[src/hw/fastFifo_macros.svh]
`ifndef FAST_FIFO_MACROS_SVH
`define FAST_FIFO_MACROS_SVH

// Address width in bits, array holds 2**N entries
`define FAST_FIFO_DEPTH_LOG2 5

// Entry width in bits
`define FAST_FIFO_WIDTH 16

// Extra register stages on write enable, address and data
`define FAST_FIFO_WRITE_STAGES 1

// Extra register stages on read address and stall
`define FAST_FIFO_READ_STAGES 1

// 1 when the memory read address register has a reset,
// 0 when the controller primes it with address zero instead
`define FAST_FIFO_ADDR_RESETTABLE 0

`endif

[src/hw/fastFifoPkg.sv]
`include "fastFifo_macros.svh"

package fastFifoPkg;

    // Pointer into the array
    typedef logic [`FAST_FIFO_DEPTH_LOG2-1:0] fifoAddr_t;

    // Fill level, same width as a pointer but a distinct quantity
    typedef logic [`FAST_FIFO_DEPTH_LOG2-1:0] fifoCount_t;

    // One stored entry
    typedef logic [`FAST_FIFO_WIDTH-1:0] fifoData_t;

    // Write side of the memory, delayed as one unit
    typedef struct packed {
        logic      enable;
        fifoAddr_t addr;
    } writeBundle_t;

    // Read address port of the memory, delayed as one unit
    typedef struct packed {
        logic      stall;
        fifoAddr_t addr;
    } readBundle_t;

endpackage

[src/hw/fastFifo.sv]
`timescale 1ns/1ps
`include "fastFifo_macros.svh"

module fastFifo (
    input  logic                    clk,
    input  logic                    MEMORY_HAS_RESET,
    input  logic                    writeEnable,
    input  fastFifoPkg::fifoData_t  dataIn,
    output fastFifoPkg::fifoCount_t usedw,
    input  logic                    grab,
    output logic                    dataAvailable,
    output fastFifoPkg::fifoData_t  dataOut
);
    import fastFifoPkg::*;

    fifoAddr_t    writeAddr;
    fifoAddr_t    nextReadAddr;
    logic         readAddressStall;
    logic         isReading;
    logic         empty;
    logic         readRequest;
    logic         dataValid;
    writeBundle_t writeBundle;
    writeBundle_t writeBundleMem;
    readBundle_t  readBundle;
    readBundle_t  readBundleMem;
    fifoData_t    dataInMem;
    fifoData_t    memData;

    // One extra stage each way covers the memory's own registers
    fifoController #(
        .writeStages (`FAST_FIFO_WRITE_STAGES + 1),
        .readStages  (`FAST_FIFO_READ_STAGES + 1)
    ) controller (
        .clk              (clk),
        .MEMORY_HAS_RESET (MEMORY_HAS_RESET),
        .writeEnable      (writeEnable),
        .readRequest      (readRequest),
        .usedw            (usedw),
        .isReading        (isReading),
        .empty            (empty),
        .writeAddr        (writeAddr),
        .readAddressStall (readAddressStall),
        .nextReadAddr     (nextReadAddr)
    );

    assign writeBundle = '{enable: writeEnable, addr: writeAddr};
    assign readBundle  = '{stall: readAddressStall, addr: nextReadAddr};

    // Write path to the memory
    hyperpipe #(.cycles(`FAST_FIFO_WRITE_STAGES), .payload_t(writeBundle_t)) writePipe (
        .clk (clk), .din (writeBundle), .dout (writeBundleMem)
    );
    hyperpipe #(.cycles(`FAST_FIFO_WRITE_STAGES), .payload_t(fifoData_t)) writeDataPipe (
        .clk (clk), .din (dataIn), .dout (dataInMem)
    );

    // Read address path to the memory
    hyperpipe #(.cycles(`FAST_FIFO_READ_STAGES), .payload_t(readBundle_t)) readPipe (
        .clk (clk), .din (readBundle), .dout (readBundleMem)
    );

    // Read strobe follows the address and the memory output register
    hyperpipe #(.cycles(`FAST_FIFO_READ_STAGES + 1), .payload_t(logic)) validPipe (
        .clk (clk), .din (isReading), .dout (dataValid)
    );

    fifoMemory memory (
        .clk              (clk),
        .MEMORY_HAS_RESET (MEMORY_HAS_RESET),
        .writeEnable      (writeBundleMem.enable),
        .writeAddr        (writeBundleMem.addr),
        .dataIn           (dataInMem),
        .readAddressStall (readBundleMem.stall),
        .readAddr         (readBundleMem.addr),
        .dataOut          (memData)
    );

    fifoOutputReg outputReg (
        .clk              (clk),
        .MEMORY_HAS_RESET (MEMORY_HAS_RESET),
        .fifoEmpty        (empty),
        .dataValid        (dataValid),
        .fifoData         (memData),
        .readRequest      (readRequest),
        .grab             (grab),
        .dataAvailable    (dataAvailable),
        .dataOut          (dataOut)
    );

endmodule

[src/hw/fifoController.sv]
`timescale 1ns/1ps
`include "fastFifo_macros.svh"

module fifoController #(
    parameter int writeStages = 2,
    parameter int readStages  = 2
) (
    input  logic                    clk,
    input  logic                    MEMORY_HAS_RESET,
    input  logic                    writeEnable,
    input  logic                    readRequest,
    output fastFifoPkg::fifoCount_t usedw,
    output logic                    isReading,
    output logic                    empty,
    output fastFifoPkg::fifoAddr_t  writeAddr,
    output logic                    readAddressStall,
    output fastFifoPkg::fifoAddr_t  nextReadAddr
);
    import fastFifoPkg::*;

    // Without a resettable address register the memory gets primed with 0
    localparam bit        priming      = (`FAST_FIFO_ADDR_RESETTABLE == 0);
    localparam fifoAddr_t readAddrInit = priming ? fifoAddr_t'(0) : fifoAddr_t'(1);

    fifoAddr_t writeAddrNext;
    fifoAddr_t writtenSeen;
    fifoAddr_t readHead;
    fifoAddr_t readHeadNext;
    fifoAddr_t consumedSeen;
    logic      resetSeen;

    // Pointers are built from their next value so the delay lines
    // see the cleared value while reset is still applied
    assign writeAddrNext = MEMORY_HAS_RESET ? fifoAddr_t'(0)
                         : writeAddr + fifoAddr_t'(writeEnable);
    assign readHeadNext  = MEMORY_HAS_RESET ? fifoAddr_t'(0)
                         : readHead + fifoAddr_t'(isReading);

    always_ff @(posedge clk) begin
        writeAddr <= writeAddrNext;
        readHead  <= readHeadNext;
        resetSeen <= MEMORY_HAS_RESET;
    end

    // Entries become readable only once the memory holds them
    hyperpipe #(.cycles(writeStages), .payload_t(fifoAddr_t)) writtenPipe (
        .clk  (clk),
        .din  (writeAddrNext),
        .dout (writtenSeen)
    );

    // Space is freed once the memory read address has moved on
    hyperpipe #(.cycles(readStages), .payload_t(fifoAddr_t)) consumedPipe (
        .clk  (clk),
        .din  (readHeadNext),
        .dout (consumedSeen)
    );

    assign usedw = fifoCount_t'(writeAddr - consumedSeen);

    // Held empty in the cycle after reset, which is also the priming cycle
    assign empty     = (writtenSeen == readHead) || resetSeen;
    assign isReading = readRequest && !empty;

    // Released during reset and one cycle after when priming, so the memory loads address 0
    assign readAddressStall = !(isReading || (priming && (MEMORY_HAS_RESET || resetSeen)));

    // nextReadAddr runs one ahead of the entry the memory presents
    always_ff @(posedge clk) begin
        if (MEMORY_HAS_RESET) begin
            nextReadAddr <= readAddrInit;
        end else if (!readAddressStall) begin
            nextReadAddr <= nextReadAddr + 1'b1;
        end
    end

endmodule

[src/hw/fifoMemory.sv]
`timescale 1ns/1ps
`include "fastFifo_macros.svh"

module fifoMemory (
    input  logic                   clk,
    input  logic                   MEMORY_HAS_RESET,
    input  logic                   writeEnable,
    input  fastFifoPkg::fifoAddr_t writeAddr,
    input  fastFifoPkg::fifoData_t dataIn,
    input  logic                   readAddressStall,
    input  fastFifoPkg::fifoAddr_t readAddr,
    output fastFifoPkg::fifoData_t dataOut
);
    import fastFifoPkg::*;

    localparam int depth = 1 << `FAST_FIFO_DEPTH_LOG2;

    fifoData_t mem [depth];
    fifoAddr_t readAddrReg;

    always_ff @(posedge clk) begin
        if (writeEnable) begin
            mem[writeAddr] <= dataIn;
        end
    end

    // Stallable read address, as in block RAM with an address clock enable
    generate
        if (`FAST_FIFO_ADDR_RESETTABLE) begin : addrWithReset
            always_ff @(posedge clk) begin
                if (MEMORY_HAS_RESET) begin
                    readAddrReg <= '0;
                end else if (!readAddressStall) begin
                    readAddrReg <= readAddr;
                end
            end
        end else begin : addrNoReset
            always_ff @(posedge clk) begin
                if (!readAddressStall) begin
                    readAddrReg <= readAddr;
                end
            end
        end
    endgenerate

    // Registered output of the addressed entry
    always_ff @(posedge clk) begin
        dataOut <= mem[readAddrReg];
    end

endmodule

[src/hw/fifoOutputReg.sv]
`timescale 1ns/1ps

// Holds the FIFO head so it can be taken with no latency.
// Only one read is in flight at a time, so throughput is low
module fifoOutputReg (
    input  logic                   clk,
    input  logic                   MEMORY_HAS_RESET,
    input  logic                   fifoEmpty,
    input  logic                   dataValid,
    input  fastFifoPkg::fifoData_t fifoData,
    output logic                   readRequest,
    input  logic                   grab,
    output logic                   dataAvailable,
    output fastFifoPkg::fifoData_t dataOut
);

    logic readInFlight;

    // Refill on grab, or when idle after the FIFO ran empty
    assign readRequest = !fifoEmpty && (grab || (!dataAvailable && !readInFlight));

    always_ff @(posedge clk) begin
        if (MEMORY_HAS_RESET) begin
            dataAvailable <= 1'b0;
            readInFlight  <= 1'b0;
        end else begin
            if (readRequest) begin
                readInFlight <= 1'b1;
            end else if (dataValid) begin
                readInFlight <= 1'b0;
            end
            if (grab) begin
                dataAvailable <= 1'b0;
            end else if (dataValid && readInFlight) begin
                dataAvailable <= 1'b1;
            end
        end
    end

    // Stray valids left over from before reset are ignored
    always_ff @(posedge clk) begin
        if (!grab && dataValid && readInFlight) begin
            dataOut <= fifoData;
        end
    end

endmodule

[src/hw/hyperpipe.sv]
`timescale 1ns/1ps

// Plain delay line, no reset on the stages
module hyperpipe #(
    parameter int  cycles    = 1,
    parameter type payload_t = logic
) (
    input  logic     clk,
    input  payload_t din,
    output payload_t dout
);

    generate
        if (cycles == 0) begin : passThrough
            assign dout = din;
        end else begin : stages
            payload_t stage [cycles];

            always_ff @(posedge clk) begin
                stage[0] <= din;
                for (int i = 1; i < cycles; i++) begin
                    stage[i] <= stage[i-1];
                end
            end

            // Last stage drives the output
            assign dout = stage[cycles-1];
        end
    endgenerate

endmodule
[config.mk]
export PLATFORM = sky130hd
export DESIGN_NAME = fastFifo
export DESIGN_NICKNAME = d
export VERILOG_FILES = /design/src/hw/fastFifoPkg.sv /design/src/hw/fastFifo.sv /design/src/hw/fifoController.sv /design/src/hw/fifoMemory.sv /design/src/hw/fifoOutputReg.sv /design/src/hw/hyperpipe.sv
export VERILOG_INCLUDE_DIRS = /design/src /design/src/hw
export SDC_FILE = /design/constraint.sdc
export NUM_CORES = 1
export LEC_CHECK = 0
export ABC_AREA = 1
export CORE_MARGIN = 4
export CORE_UTILIZATION = 40
export CTS_BUF_LIST = sky130_fd_sc_hd__clkbuf_4
export DETAILED_ROUTE_END_ITERATION = 16
export DONT_BUFFER_PORTS = 1
export PLACE_DENSITY_LB_ADDON = 0.25
export SLEW_MARGIN = 20
export SYNTH_ARGS = -nofsm -noshare
export SYNTH_HDL_FRONTEND = slang
export SYNTH_SLANG_ARGS = --single-unit
[constraint.sdc]
create_clock -name clk -period 2.9 [get_ports clk]
set_input_delay 0.58 -clock clk [delete_from_list [all_inputs] [get_ports clk]]
set_output_delay 0.58 -clock clk [all_outputs]
set_load 0.03 [all_outputs]
==> results.toml <==
[place]
io_buffers = 0
placed_cells = 2730
routabilityCongestion = 0.796
dpl.hpwl_um = 32500

[drt]
wl_per_cell_um = 19.9
drtPass1Iterations = 5
drt_iter0_drc = 1369
ant_nets = 0
wl_um = 60300
via_count = 15500
viasPerCell = 5.09
drc = 0

[global_routing]
grt_max_degree = 154
grt_pass1_wl_um = 89900
antenna_found_initial = 4
grt_overflow = 0
track_usage_pct = 19.0
first_global_vias = 15200

[critical_path]
arrival_ps = 2330
cp-start-kind = "flop"
path_max_fanout = 2
critical_path_class = "reg2out"
end_kind = "output pin"
worstPathRequired_ps = 2320

[power_and_ir_drop]
irDropWorstVdd_mv = 0.408
p_total_mw = 20.2
leakagePower_nw = 10.2
power_density_mw_per_mm2 = 750

[layout]
area_growth_pct = 14.3
multi_input_area_sq_mm = 0.00546
layout.cells.non_filler = 3036
nets = 2174
drive_above_1_share_pct = 16.2
final_common_cell = "nand2_1"
filler_cell_count = 5251
area.sequential_sq_mm = 0.0174
layout_common_cells = "nand2_1 (748), edfxtp_1 (533), nand3_1 (406)"

[timing]
fin_crit_ps = 2910
final_hold_viol_count = 0
rsz0062_at_grt = "true"
fmax_mhz = 344
finalCritPeriodShare_pct = 100
fin_ws_ps = -6.33
worstMarginPinSlew_ps = 1090
maxSlewHeadroom_pct = 27.6
finalSetupViolCount = 1
finClkSkew_ps = 46.0
report.final.slew_viol_count = 0
fin_setup_tns_ps = -6.33

[worst_hold_path]
worstHoldPathType = "in2reg"

[floorplanning]
ios = 42
dieArea_sq_mm = 0.0629
die_y_um = 251
std_cell_rows = 88
die_w_um = 251
coreArea_sq_mm = 0.0580
initial_core_util_pct = 40.7

[synthesis]
netlist_instances = 1996
yosysWarnings = 0
ys_types = 25
syn_nets = 2026
synth_area_per_cell_sq_um = 11.8
seq_area_frac_synth_pct = 73.7
synthArstFlopShare_pct = 0
syn_area_sq_mm = 0.0236
synth_top_flop_cell = "edfxtp_1"
synth-edff-count = 533
ys_seq_elements = 602

[clocking]
numCtsBuffers = 155
path_clk_slew_ps = 60
cts_tree = "yes"
clock_latency_ps = 970
clockRootBuffer = "clkbuf_4"
h-tree-depth = 4
clock_path_buffers = 3
clock_sink_count = 602

[outcome]
failed_checks = "negative setup slack"
status = "finished with violations"

[flow_run]
drv_cap = 0
==> final timing paths <==
check / from / to / slack, ps / cells past startpoint
max reg2reg: memory.readAddrReg[0] / memory.dataOut[1] / 630 / 11
min reg2reg: validPipe.stages.stage[0][0] / validPipe.stages.stage[0][1] / 330 / 0
max: controller.writtenPipe.stages.stage[0][0] / usedw[4] / -6 / 7
min: dataIn[13] / writeDataPipe.stages.stage[0][13] / 160 / 1
==> critical path, stage by stage (launching register included) <==
cell	delay, ps
dfxtp_2	330
inv_2	40
ha_4	150
fa_2	340
nor2_2	140
a211oi_2	50
xor2_1	140
buf_4	170
==> kinds of logic after synthesis <==
| family | count (synthesis) | synth area share (%) |
|---|---|---|
| xor gates and xnor gates | 6 | 0.223 |
| buffers and inverters | 151 | 3.70 |
| adders and majority gates | 10 | 0.562 |
| DFF | 602 | 73.7 |
| AOI/OAI and AO/OA | 18 | 0.392 |
| and+or+nand+nor | 1209 | 21.4 |
==> power by group <==
part / leakage [nW] / internal (mW) / total, mW / switching [mW]
logic: 3.62 / 0.869 / 3.01 / 2.14
clock network: 1.24 / 4.03 / 7.35 / 3.32
registers: 5.39 / 9.69 / 9.88 / 0.183
total: 10.2 / 14.6 / 20.2 / 5.65
==> stage by stage <==
step	util, %	setup WS [ps]	hold slack [ps]	area, sq um
2_1_floorplan	-	728	310	23600
4_1_cts	46.4	-135	15.1	26900
6_report	46.5	-6.33	163	27000
5_1_grt	46.5	-189	52.1	27000
3_3_place_gp	42.4	672	313	24600
3_5_place_dp	42.4	647	323	24600
==> cells in the mapped netlist (2+ instances only) <==
| library cell | number | area share (%) |
|---|---|---|
| nand3_1 | 406 | 8.6 |
| nor3_1 | 2 | 0.042 |
| clkbuf_1 | 19 | 0.30 |
| a21oi_1 | 9 | 0.19 |
| nand2_1 | 749 | 12 |
| ha_1 | 9 | 0.48 |
| inv_1 | 40 | 0.64 |
| buf_6 | 24 | 1.1 |
| xor2_1 | 5 | 0.19 |
| buf_2 | 45 | 0.95 |
| buf_1 | 9 | 0.14 |
| o21ai_0 | 8 | 0.17 |
| dfxtp_1 | 69 | 5.9 |
| edfxtp_1 | 533 | 68 |
| buf_4 | 10 | 0.32 |
| nor2_1 | 50 | 0.80 |
==> registers in the layout, indices dropped and copies added, names as in the netlist, 6 cells and up <==
signal,count
controller.consumedPipe.stages.stage,10
memory.dataOut,16
memory.mem,512
outputReg.dataOut,16
readPipe.stages.stage,6
writeDataPipe.stages.stage,16
writePipe.stages.stage,6
==> area by class of cell <==
class / instances / share of cell area (%)
Multi-Input combinational cell: 1243 / 20.3
Inverter: 42 / 0.612
Antenna cell: 5 / 0.0464
Clock inverter: 31 / 0.645
Sequential cell: 602 / 64.5
Timing Repair Buffer: 100 / 3.53
Clock buffer: 248 / 6.90
Tap cell: 765 / 3.55
==> repair_timing <==
item,CTS,global route
pin swaps,5,3
hold buffers,19,0
gates resized for setup,18,8
buffers inserted,2,1
endpoints found under the hold margin,52,0
setup endpoints to repair,4,3
==> metal layers <==
| metal | track usage, % | vias up | wire (um) |
|---|---|---|---|
| met5 | 0 | - | 0 |
| met1 | 24.4 | 7473 | 25300 |
| met3 | 4.62 | 119 | 4120 |
| li1 | - | 7300 | - |
| met4 | 8.56 | 0 | 1920 |
| met2 | 30.7 | 561 | 29000 |
(Power assumes the default switching activity.)
